[src/axi_wr_pkg.sv]
package axi_wr_pkg;

    // ----------------------------------------------------------------------
    // Shared widths
    // ----------------------------------------------------------------------

    // BRESP width on the B channel
    localparam int RESP_WIDTH = 2;

    // Delay counter, holds RESP_DLY_MAX values up to 63
    localparam int DLY_CNT_WIDTH = 6;

    // ----------------------------------------------------------------------
    // Response codes
    // ----------------------------------------------------------------------

    // Only the two codes this target can return
    typedef enum logic [RESP_WIDTH-1:0] {
        RESP_OKAY   = 2'b00,
        RESP_SLVERR = 2'b10
    } resp_e;

    // ----------------------------------------------------------------------
    // Outstanding slot states
    // ----------------------------------------------------------------------

    // IDLE      free, may be granted to the next AW
    // WAIT_DATA address accepted, W burst not yet complete
    // WAIT_DELAY last beat seen, response delay running
    // RESP      response available for the B channel
    typedef enum logic [1:0] {
        SLOT_IDLE       = 2'b00,
        SLOT_WAIT_DATA  = 2'b01,
        SLOT_WAIT_DELAY = 2'b10,
        SLOT_RESP       = 2'b11
    } slot_state_e;

endpackage

[src/axi_slv_wr.sv]
module axi_slv_wr
    import axi_wr_pkg::*;
#(
    parameter int OST_DEPTH    = 8,
    parameter int ID_WIDTH     = 4,
    parameter int RESP_DLY_MAX = 31
) (
    input  logic                clk,
    input  logic                rst_n,
    // AW channel
    input  logic [ID_WIDTH-1:0] awid,
    input  logic                awvalid,
    output logic                awready,
    // W channel
    input  logic                wlast,
    input  logic                wvalid,
    output logic                wready,
    // B channel
    output logic [ID_WIDTH-1:0] bid,
    output resp_e               bresp,
    output logic                bvalid,
    input  logic                bready
);

    logic [OST_DEPTH-1:0]            alloc_vec;
    logic [OST_DEPTH-1:0]            data_done_vec;
    logic [OST_DEPTH-1:0]            dep_mask;
    logic [OST_DEPTH-1:0]            busy_vec;
    logic [OST_DEPTH-1:0]            ready_vec;
    logic [OST_DEPTH-1:0]            done_vec;
    logic [OST_DEPTH*ID_WIDTH-1:0]   slot_id_flat;
    logic [OST_DEPTH*RESP_WIDTH-1:0] slot_resp_flat;

    // ----------------------------------------------------------------------
    // Slot grant and W ordering
    // ----------------------------------------------------------------------

    wr_slot_alloc #(
        .OST_DEPTH (OST_DEPTH),
        .ID_WIDTH  (ID_WIDTH)
    ) i_alloc (
        .clk           (clk),
        .rst_n         (rst_n),
        .awid          (awid),
        .awvalid       (awvalid),
        .wvalid        (wvalid),
        .wlast         (wlast),
        .busy_vec      (busy_vec),
        .slot_id_flat  (slot_id_flat),
        .awready       (awready),
        .wready        (wready),
        .alloc_vec     (alloc_vec),
        .data_done_vec (data_done_vec),
        .dep_mask      (dep_mask)
    );

    // ----------------------------------------------------------------------
    // Outstanding slots
    // ----------------------------------------------------------------------

    for (genvar g = 0; g < OST_DEPTH; g++) begin : gen_slot
        wr_slot #(
            .OST_DEPTH    (OST_DEPTH),
            .ID_WIDTH     (ID_WIDTH),
            .RESP_DLY_MAX (RESP_DLY_MAX)
        ) i_slot (
            .clk        (clk),
            .rst_n      (rst_n),
            .alloc      (alloc_vec[g]),
            .awid       (awid),
            .dep_mask   (dep_mask),
            .data_done  (data_done_vec[g]),
            .done       (done_vec[g]),
            .done_vec   (done_vec),
            .busy       (busy_vec[g]),
            .id         (slot_id_flat[g*ID_WIDTH +: ID_WIDTH]),
            .resp_ready (ready_vec[g]),
            .resp       (slot_resp_flat[g*RESP_WIDTH +: RESP_WIDTH])
        );
    end

    // ----------------------------------------------------------------------
    // B channel
    // ----------------------------------------------------------------------

    wr_resp_select #(
        .OST_DEPTH (OST_DEPTH),
        .ID_WIDTH  (ID_WIDTH)
    ) i_select (
        .clk            (clk),
        .rst_n          (rst_n),
        .ready_vec      (ready_vec),
        .slot_id_flat   (slot_id_flat),
        .slot_resp_flat (slot_resp_flat),
        .bready         (bready),
        .bvalid         (bvalid),
        .bid            (bid),
        .bresp          (bresp),
        .done_vec       (done_vec)
    );

endmodule

[src/wr_resp_select.sv]
module wr_resp_select
    import axi_wr_pkg::*;
#(
    parameter int OST_DEPTH = 8,
    parameter int ID_WIDTH  = 4
) (
    input  logic                            clk,
    input  logic                            rst_n,
    input  logic [OST_DEPTH-1:0]            ready_vec,
    input  logic [OST_DEPTH*ID_WIDTH-1:0]   slot_id_flat,
    input  logic [OST_DEPTH*RESP_WIDTH-1:0] slot_resp_flat,
    input  logic                            bready,
    output logic                            bvalid,
    output logic [ID_WIDTH-1:0]             bid,
    output resp_e                           bresp,
    output logic [OST_DEPTH-1:0]            done_vec
);

    localparam int IDX_W = $clog2(OST_DEPTH);

    logic                 b_hs;
    logic                 load;
    logic [OST_DEPTH-1:0] cand;
    logic                 found;
    logic [IDX_W-1:0]     pick;
    // Slot on the B channel, also the round-robin pointer
    logic [IDX_W-1:0]     sel_idx;

    assign b_hs     = bvalid & bready;
    assign done_vec = b_hs ? (OST_DEPTH'(1) << sel_idx) : '0;
    assign load     = ~bvalid | b_hs;
    assign cand     = ready_vec & ~done_vec;

    // Search starts one past the last grant
    always_comb begin
        int idx;
        found = 1'b0;
        pick  = '0;
        for (int k = 1; k <= OST_DEPTH; k++) begin
            idx = int'(sel_idx) + k;
            if (idx >= OST_DEPTH) idx = idx - OST_DEPTH;
            if (!found && cand[idx]) begin
                found = 1'b1;
                pick  = IDX_W'(idx);
            end
        end
    end

    always_ff @(posedge clk or negedge rst_n) begin
        if (!rst_n) begin
            bvalid  <= 1'b0;
            sel_idx <= IDX_W'(OST_DEPTH - 1);
        end else if (load) begin
            bvalid <= found;
            if (found) sel_idx <= pick;
        end
    end

    // Held under back-pressure since load stays low
    always_ff @(posedge clk) begin
        if (load && found) begin
            bid   <= slot_id_flat[pick*ID_WIDTH +: ID_WIDTH];
            bresp <= resp_e'(slot_resp_flat[pick*RESP_WIDTH +: RESP_WIDTH]);
        end
    end

endmodule

[src/wr_slot.sv]
module wr_slot
    import axi_wr_pkg::*;
#(
    parameter int OST_DEPTH    = 8,
    parameter int ID_WIDTH     = 4,
    parameter int RESP_DLY_MAX = 31
) (
    input  logic                 clk,
    input  logic                 rst_n,
    input  logic                 alloc,
    input  logic [ID_WIDTH-1:0]  awid,
    input  logic [OST_DEPTH-1:0] dep_mask,
    input  logic                 data_done,
    input  logic                 done,
    input  logic [OST_DEPTH-1:0] done_vec,
    output logic                 busy,
    output logic [ID_WIDTH-1:0]  id,
    output logic                 resp_ready,
    output resp_e                resp
);

    localparam logic [DLY_CNT_WIDTH-1:0] DLY_MAX = DLY_CNT_WIDTH'(RESP_DLY_MAX);

    slot_state_e              state;
    logic [OST_DEPTH-1:0]     dep_q;
    logic [DLY_CNT_WIDTH-1:0] dly_cnt;
    logic [DLY_CNT_WIDTH-1:0] dly_load;

    // Higher IDs answer sooner, two cycles per ID step
    assign dly_load = DLY_MAX - DLY_CNT_WIDTH'({id, 1'b0});

    // ----------------------------------------------------------------------
    // Slot FSM
    // ----------------------------------------------------------------------

    always_ff @(posedge clk or negedge rst_n) begin
        if (!rst_n) begin
            state <= SLOT_IDLE;
        end else begin
            case (state)
                SLOT_IDLE: begin
                    if (alloc) state <= SLOT_WAIT_DATA;
                end
                SLOT_WAIT_DATA: begin
                    if (data_done) state <= SLOT_WAIT_DELAY;
                end
                SLOT_WAIT_DELAY: begin
                    if (dly_cnt == DLY_CNT_WIDTH'(1)) state <= SLOT_RESP;
                end
                SLOT_RESP: begin
                    if (done) state <= SLOT_IDLE;
                end
                default: state <= SLOT_IDLE;
            endcase
        end
    end

    // Counts down from the load value, one cycle per step
    always_ff @(posedge clk or negedge rst_n) begin
        if (!rst_n) begin
            dly_cnt <= '0;
        end else if (data_done) begin
            dly_cnt <= dly_load;
        end else if (state == SLOT_WAIT_DELAY) begin
            dly_cnt <= dly_cnt - 1'b1;
        end
    end

    // A slot completing in the grant cycle must not be recorded
    always_ff @(posedge clk or negedge rst_n) begin
        if (!rst_n) begin
            dep_q <= '0;
        end else if (alloc) begin
            dep_q <= dep_mask & ~done_vec;
        end else begin
            dep_q <= dep_q & ~done_vec;
        end
    end

    always_ff @(posedge clk) begin
        if (alloc) begin
            id <= awid;
        end
    end

    // ----------------------------------------------------------------------
    // Outputs
    // ----------------------------------------------------------------------

    assign busy       = (state != SLOT_IDLE);
    assign resp_ready = (state == SLOT_RESP) && (dep_q == '0);

    // All-ones ID models a failing target
    assign resp = (id == {ID_WIDTH{1'b1}}) ? RESP_SLVERR : RESP_OKAY;

endmodule

[src/wr_slot_alloc.sv]
module wr_slot_alloc #(
    parameter int OST_DEPTH = 8,
    parameter int ID_WIDTH  = 4
) (
    input  logic                          clk,
    input  logic                          rst_n,
    input  logic [ID_WIDTH-1:0]           awid,
    input  logic                          awvalid,
    input  logic                          wvalid,
    input  logic                          wlast,
    input  logic [OST_DEPTH-1:0]          busy_vec,
    input  logic [OST_DEPTH*ID_WIDTH-1:0] slot_id_flat,
    output logic                          awready,
    output logic                          wready,
    output logic [OST_DEPTH-1:0]          alloc_vec,
    output logic [OST_DEPTH-1:0]          data_done_vec,
    output logic [OST_DEPTH-1:0]          dep_mask
);

    localparam int IDX_W = $clog2(OST_DEPTH);
    localparam int CNT_W = $clog2(OST_DEPTH + 1);

    logic             aw_hs;
    logic             w_last_hs;
    logic [IDX_W-1:0] free_idx;

    // W order queue, one entry per accepted AW
    logic [IDX_W-1:0] order_q [OST_DEPTH];
    logic [IDX_W-1:0] wr_ptr;
    logic [IDX_W-1:0] rd_ptr;
    logic [CNT_W-1:0] count;

    function automatic logic [IDX_W-1:0] ptr_inc(input logic [IDX_W-1:0] ptr);
        return (ptr == IDX_W'(OST_DEPTH - 1)) ? '0 : ptr + 1'b1;
    endfunction

    // ----------------------------------------------------------------------
    // Slot grant
    // ----------------------------------------------------------------------

    assign awready = ~&busy_vec;
    assign aw_hs   = awvalid & awready;

    // Lowest free slot wins
    always_comb begin
        free_idx = '0;
        for (int j = OST_DEPTH - 1; j >= 0; j--) begin
            if (!busy_vec[j]) begin
                free_idx = IDX_W'(j);
            end
        end
    end

    assign alloc_vec = aw_hs ? (OST_DEPTH'(1) << free_idx) : '0;

    // Older busy slots with the same ID must answer first
    always_comb begin
        for (int j = 0; j < OST_DEPTH; j++) begin
            dep_mask[j] = busy_vec[j] && (slot_id_flat[j*ID_WIDTH +: ID_WIDTH] == awid);
        end
    end

    // ----------------------------------------------------------------------
    // W order queue
    // ----------------------------------------------------------------------

    assign wready    = (count != '0);
    assign w_last_hs = wvalid & wready & wlast;

    always_ff @(posedge clk) begin
        if (aw_hs) begin
            order_q[wr_ptr] <= free_idx;
        end
    end

    always_ff @(posedge clk or negedge rst_n) begin
        if (!rst_n) begin
            wr_ptr <= '0;
            rd_ptr <= '0;
            count  <= '0;
        end else begin
            if (aw_hs) begin
                wr_ptr <= ptr_inc(wr_ptr);
            end
            if (w_last_hs) begin
                rd_ptr <= ptr_inc(rd_ptr);
            end
            // Never overflows, a push needs a free slot
            case ({aw_hs, w_last_hs})
                2'b10:   count <= count + 1'b1;
                2'b01:   count <= count - 1'b1;
                default: count <= count;
            endcase
        end
    end

    // Head of queue owns the current burst
    assign data_done_vec = w_last_hs ? (OST_DEPTH'(1) << order_q[rd_ptr]) : '0;

endmodule
[config.mk]
export PLATFORM = sky130hd
export DESIGN_NAME = axi_slv_wr
export DESIGN_NICKNAME = d
export VERILOG_FILES = /design/src/axi_wr_pkg.sv /design/src/axi_slv_wr.sv /design/src/wr_resp_select.sv /design/src/wr_slot.sv /design/src/wr_slot_alloc.sv
export SDC_FILE = /design/constraint.sdc
export NUM_CORES = 1
export LEC_CHECK = 0
export CAP_MARGIN = 20
export CORE_ASPECT_RATIO = 0.5
export CORE_MARGIN = 10
export CORE_UTILIZATION = 62
export CTS_BUF_LIST = sky130_fd_sc_hd__clkbuf_4 sky130_fd_sc_hd__clkbuf_8
export CTS_CLUSTER_SIZE = 16
export DETAILED_ROUTE_END_ITERATION = 7
export DONT_BUFFER_PORTS = 1
export HOLD_SLACK_MARGIN = 0.12
export PLACE_DENSITY = 0.78
export SLEW_MARGIN = 20
export SYNTH_ARGS = -nofsm -noshare
export SYNTH_HDL_FRONTEND = slang
export SYNTH_SLANG_ARGS = --single-unit
[constraint.sdc]
create_clock -name clk -period 10.62 [get_ports clk]
set_input_delay 2.124 -clock clk [delete_from_list [all_inputs] [get_ports clk]]
set_output_delay 2.124 -clock clk [all_outputs]
set_load 0.005 [all_outputs]
==> Word level (Yosys, flattened, before mapping) <==
Memories as Yosys holds them, arrays and structs flattened.
Cells that the tools add are included.
{ "op_classes": {"add_sub_neg": 36, "multipliers": 0, "div_mod_pow": 0, "n_lt_le_gt_ge": 16, "n_eq_ne": 84, "n_shift": 5, "n_mux": 136, "bitwise": 17, "reduce_logical": 76} }
{ "op_table": {"columns": ["cell", "count"], "rows": [
  ["32-bit by 5-bit >= comparator with 1-bit output, second input constant", 8],
  ["32-bit by 5-bit < comparator with 1-bit output, second input constant", 8],
  ["32-bit 2-to-1 mux", 8],
  ["32-bit by 5-bit subtractor with 32-bit output, second input constant", 8],
  ["6-bit 2-to-1 mux", 16],
  ["8-bit 2-to-1 mux", 11],
  ["8-bit AND", 10],
  ["2-bit 2-to-1 mux", 40],
  ["8-bit zero test", 8],
  ["2-bit case mux with 4 select lines", 8],
  ["3-bit 2-to-1 mux", 18],
  ["6-bit by 1-bit equality test with 1-bit output, second input constant", 8],
  ["5-bit by 5-bit subtractor with 6-bit output, first input constant", 8],
  ["6-bit by 1-bit subtractor with 6-bit output, second input constant", 8],
  ["2-bit equality test, second input constant", 17],
  ["2-bit nonzero test", 17],
  ["4-bit equality test", 8],
  ["4-bit equality test, second input constant", 8],
  ["2-bit by 1-bit inequality test with 1-bit output, second input constant", 16],
  ["2-bit inequality test, second input constant", 16],
  ["4-bit AND reduction", 8],
  ["32-bit by 6-bit indexed part select with 4-bit output", 1],
  ["1-bit 2-to-1 mux", 26],
  ["1-bit binary-select mux with 3-bit select", 8],
  ["22 further kinds", 78]
]} }
{ "word_totals": {"regBits": 180, "latchBits": 0, "ram_bits": 24, "rom_bits": 0, "inputBits": 10, "mem_count": 1} }
{ "mem_list": {"columns": ["memory", "words", "word_bits", "read_ports", "rd_clocked_by_memory_dff", "wr", "line_no", "rtl"], "rows": [
  ["i_alloc.order_q", 8, 3, 1, 0, 1, "wr_slot_alloc.sv:28", "logic [IDX_W-1:0] order_q [OST_DEPTH];"]
]} }

==> Depth between registers and ports, before layout <==
{ "depth": {"ltp_word": 30, "depth_mapped": 18} }

==> Cells and area by module <==
Synthesis repeated with hierarchy kept, for this count alone.
{ "unflattened": {"hier_cells": 1205, "area_unflattened_um2": 12949.9} }
{ "by_module_without_submodules": {"columns": ["module", "instances", "cells_per_inst", "area_each_um2", "seq_area_each_um2"], "rows": [
  ["wr_slot", 8, 84, 1014.7, 520.5],
  ["wr_resp_select", 1, 336, 2666.3, 284.0],
  ["wr_slot_alloc", 1, 197, 2165.8, 970.9]
]} }

==> Least setup slack after synthesis <==
OpenSTA, ideal clock, no wires.
{ "synth_timing": {"kind": "input port to flip-flop", "start": "input bready", "end": "register i_select.bid[0], data pin", "setup_ps": 260, "arrival_ps": 4856, "required_time_ps": 10360, "path_slack_ps": 5504, "cell_stages": 12, "path_buffers": 2, "cell_sequence": "buf_4 > nand3_1 > and4_1 > a32o_2 > a31oi_4 > nand4_1 > nor4_1 > o21ai_0 > a22oi_1 > buf_2 > mux4_2 > mux2_2"} }
{ "synth_between": {"elab_chain_len": 30} }
{ "synth_lines": {"columns": ["item", "line_no", "rtl"], "rows": [
  ["start, declared", "axi_slv_wr.sv:22", "input logic bready"],
  ["1-bit AND (*)", "wr_resp_select.sv:29", "assign b_hs = bvalid & bready;"],
  ["8-bit 2-to-1 mux (*)", "wr_resp_select.sv:30", "assign done_vec = b_hs ? (OST_DEPTH'(1) << sel_idx) : '0;"],
  ["8-bit inverter (*)", "wr_resp_select.sv:32", "assign cand = ready_vec & ~done_vec;"],
  ["8-bit AND (*)", "wr_resp_select.sv:32", null],
  ["1-bit binary-select mux with 3-bit select", "wr_resp_select.sv:42", "if (!found && cand[idx]) begin"],
  ["1-bit 2-to-1 mux (implied by the code) (2 in series)", "wr_resp_select.sv:42", null],
  ["1-bit 2-to-1 mux", "wr_resp_select.sv:42", null],
  ["1-bit zero test", "wr_resp_select.sv:42", null],
  ["[... 13 more ...]", null, null],
  ["1-bit 2-to-1 mux", "wr_resp_select.sv:42", null],
  ["1-bit zero test", "wr_resp_select.sv:42", null],
  ["1-bit logical AND", "wr_resp_select.sv:42", null],
  ["1-bit 2-to-1 mux", "wr_resp_select.sv:42", null],
  ["1-bit zero test", "wr_resp_select.sv:42", null],
  ["1-bit logical AND", "wr_resp_select.sv:42", null],
  ["3-bit 2-to-1 mux (*)", "wr_resp_select.sv:42", null],
  ["32-bit by 6-bit indexed part select with 4-bit output (*)", "wr_resp_select.sv:62", "bid <= slot_id_flat[pick*ID_WIDTH +: ID_WIDTH];"],
  ["end signal, assigned", "wr_resp_select.sv:62", null],
  ["end, declared", "wr_resp_select.sv:14", "output logic [ID_WIDTH-1:0] bid,"]
]} }
Mark *: on every way between the ends. The rest lies on a longest branch, timed or not. The select of a mux whose other input is x is not followed.
A chain may end at the register's enable or synchronous reset.

==> Final worst setup path <==
{ "layout_timing": {"start": "register i_select.sel_idx[0]", "end": "register i_select.bid[0], data pin"} }
{ "layout_between": {"elab_chain_len": 30} }
{ "layout_lines": {"columns": ["item", "line_no", "rtl"], "rows": [
  ["start, declared", "wr_resp_select.sv:27", "logic [IDX_W-1:0] sel_idx;"],
  ["start signal, assigned", "wr_resp_select.sv:52", "sel_idx <= IDX_W'(OST_DEPTH - 1);"],
  ["start signal, assigned", "wr_resp_select.sv:55", "if (found) sel_idx <= pick;"],
  ["branches (longest 28 deep; another with 32-bit by 5-bit subtractor with 32-bit output)", null, null],
  ["3-bit 2-to-1 mux (*)", "wr_resp_select.sv:42", null],
  ["32-bit by 6-bit indexed part select with 4-bit output (*)", "wr_resp_select.sv:62", null]
]} }
Every way passes the cells marked *. The select of a mux whose other input is x is not followed.

==> summary.md <==
| Metric | Value |
|---|---|
| Status | `complete, no violations` |
| Worst VDD drop | `0.000222 V` |
| Final setup fails | `0` |
| CTS sink cnt | `203` |
| Main area contributors after synthesis | `dfrtp_1 31%, edfxtp_1 16%, ha_1 6.8%` |
| Relative slew slack | `32.2%` |
| Hold buffers post-CTS | `0` |
| Area Growth Syn to Fin | `6.79%` |
| Clk slew on worst S/H paths | `0.07 ns` |
| Site Rows | `34` |
| Top-count cell post-synth | `dfrtp_1` |
| Worst Path Max Fanout | `30` |
| Setup slack after layout | `4.69 ns` |
| Hold_sp | `i_alloc.count[3]` |
| Via Count | `8788` |
| Initial antenna violation count | `0` |
| DRC violations left | `0` |
| Nature of the critical path endpoint | `register` |
| Ant diodes | `0` |
| YS warnings | `0` |
| Cell area power density | `363 nW/um^2` |
| Core area | `17700 um^2` |
| Port bufs | `0` |
| Min cycle time layout | `5.93 ns` |
| Worst skew pair latency | `0.57 ns` |
| RSZ-0062 raised after global routing | `false` |
| Cell variety after synth | `78` |
| Worst min path class | `register to register` |
| Iteration-0 DRC Markers | `954` |
| Clk_skew | `0.0159 ns` |
| Die height | `116 um` |
| Total power draw | `4410 uW` |
| GR Overflow Total | `0` |
| Die width | `212 um` |
| Slew @ Worst Pin | `1.01 ns` |
| TritonRoute pass-1 iters | `6` |
| WL/cell | `21.7 um` |
| Total negative setup slack | `0 ns` |
| Total Wirelength | `29100 um` |
| CP Launch Type | `register` |
| Die Area | `24500 um^2` |
| Dpl ws | `4.27 ns` |
| Largest net degree at the start of global routing | `143` |
| Post-route ant nets | `0` |
| Top_reg_cell synth | `dfrtp_1` |
| H-tree depth | `1` |
| Yosys top cell by area | `dfrtp_1` |
| EDFF count, synth | `61` |
| Synth Area per Inst | `10.4 um^2` |
| Clk root buf | `clkbuf_8` |
| Clock buffer depth | `3` |
| Syn nets | `1168` |
| Seq/Total Area, Yosys | `47.4%` |
| Vias in the first global route | `8448` |
| Number of buffers created by CTS | `30` |
| CP required | `10.94 ns` |
| Hold Vio Cnt, Final | `0` |
| Post-DR vias/cell | `6.54` |
| Mapped Area | `11400 um^2` |
| Layout cells sized above 1 | `10.0%` |
| CP startpoint | `i_select.sel_idx[0]` |
| GPL Wtd Cong | `0.935` |
| Async set-reset flop share out of synthesis | `70.0%` |
| Starting Density | `64.3%` |
| Post-route cell area | `12100 um^2` |
| Seq cells post-synth | `203` |
| Post-Syn Instances | `1095` |
| Worst r2r src | `i_select.sel_idx[0]` |
| Arrival time of the worst setup path | `6.25 ns` |
| Detailed placement HPWL | `20700 um` |
| Leakage | `0.00520 uW` |
| PostCTS Resize Cnt | `0` |
| Final Net Count | `1158` |
| GRT Overall Usage | `23.8%` |
| Post-synth top cells | `139 x dfrtp_1, 102 x o21ai_0, 96 x nand2_1, 88 x nand3_1, 70 x nor2_1` |
| Peak Freq | `0.169 GHz` |
| Max Slew Vio Count | `0` |
| Fin util | `68.7%` |
| Share of the synthesized area in the top cell type | `30.6%` |
| Postcts setup bufs | `0` |
| Ratio of final minimum period to clock period | `55.9%` |
| CTS tree | `done` |
| Max-cap viol count | `0` |
| Critical path class | `register to register` |
| Number of I/O pins | `19` |
| First-pass GRT wire length | `46400 um` |
| DP Area | `11500 um^2` |
## layout make-up
cell class	instances	area (um^2)
fill	1317	5550
multi-input combinational	787	5540
sequential	203	5390
clock buffer	45	563
tap	234	293
inverter	59	221
clock inverter	11	109
timing repair buffer	4	30.0
## worst max-delay path, stage by stage (launching register included)
cell and delay [ns]:
dfstp_2 0.94, inv_1 0.48, ha_1 0.79, clkinv_1 0.48
nand2_1 0.24, o32ai_1 0.11, a31oi_1 0.39, nand3_1 0.13
a31oi_1 0.20, a2bb2oi_1 0.26, o31a_1 0.78, mux4_2 0.60
mux2_2 0.27
## power breakdown
part / internal (uW) / leakage, uW / switching [uW]
combinational: 987 / 0.00248 / 1340
sequential: 1110 / 0.00237 / 267
clock: 390 / 0.000349 / 309
## state kept, by name, summed over array words and instances, names as in the netlist
register                 cells
gen_slot.i_slot.dep_q       64
gen_slot.i_slot.dly_cnt     48
gen_slot.i_slot.id          32
gen_slot.i_slot.state       16
i_alloc.count                4
i_alloc.order_q             24
i_alloc.rd_ptr               3
i_alloc.wr_ptr               3
i_select.bid                 4
i_select.bresp               1
i_select.bvalid              1
i_select.sel_idx             3
## cell families (layout without fill, tap and decap cells)
logic type                 after synthesis  after routing  synth area share, %
adders and majority gates               63             63                 6.99
other                                    1              1               0.0330
and+or+nand+nor                        386            386                 18.0
DFF                                    203            203                 47.4
buffers and inverters                  105            119                 3.94
AOI/OAI and AO/OA                      207            207                 11.4
xor gates and xnor gates                78             78                 6.07
muxes                                   52             52                 6.19
## placed cells by master (no fill, tap or decap), drive strengths merged, types with 10 or more instances in the layout
cell	synthesis	layout
nor4	20	20
a21oi	24	24
ha	62	62
and3	10	10
nor3	23	23
nor2	70	70
xnor2	33	33
xor2	45	45
mux4	13	13
nand4	32	32
mux2	14	14
nand3	88	88
dfrtp	139	139
o22ai	13	13
clkbuf	30	45
nand2	96	96
edfxtp	61	61
o21ai	106	106
mux2i	25	25
inv	58	59
## path summary, 6_finish.rpt
| kind | cells past startpoint | slack [ns] | end |
|---|---|---|---|
| min in group asynchronous | 0 | 1.25 | i_alloc.count[1] |
| max in group asynchronous | 0 | 9.02 | i_select.sel_idx[2] |
| hold reg to reg | 1 | 0.47 | i_alloc.count[3] |
| hold / removal | 1 | 0.47 | i_alloc.count[3] |
| setup reg to reg | 12 | 4.69 | i_select.bid[0] |
| setup / recovery | 12 | 4.69 | i_select.bid[0] |
## per-layer routing
metal / global-route usage (%) / vias up / share of wire (%)
met3: 5.23 / 73 / 8.6
li1: - / 3973 / -
met4: 8.09 / 0 / 3.0
met5: 0 / - / 0
met1: 32.3 / 4332 / 44
met2: 37.4 / 410 / 45
## per-stage QoR
step           cells  hold slack, ns
6_report        1343           0.466
2_1_floorplan   1095           0.435
5_1_grt         1343           0.504
3_5_place_dp    1287           0.458
3_3_place_gp    1287           0.456
4_1_cts         1343           0.466
Power figures use the tool's default switching activity.
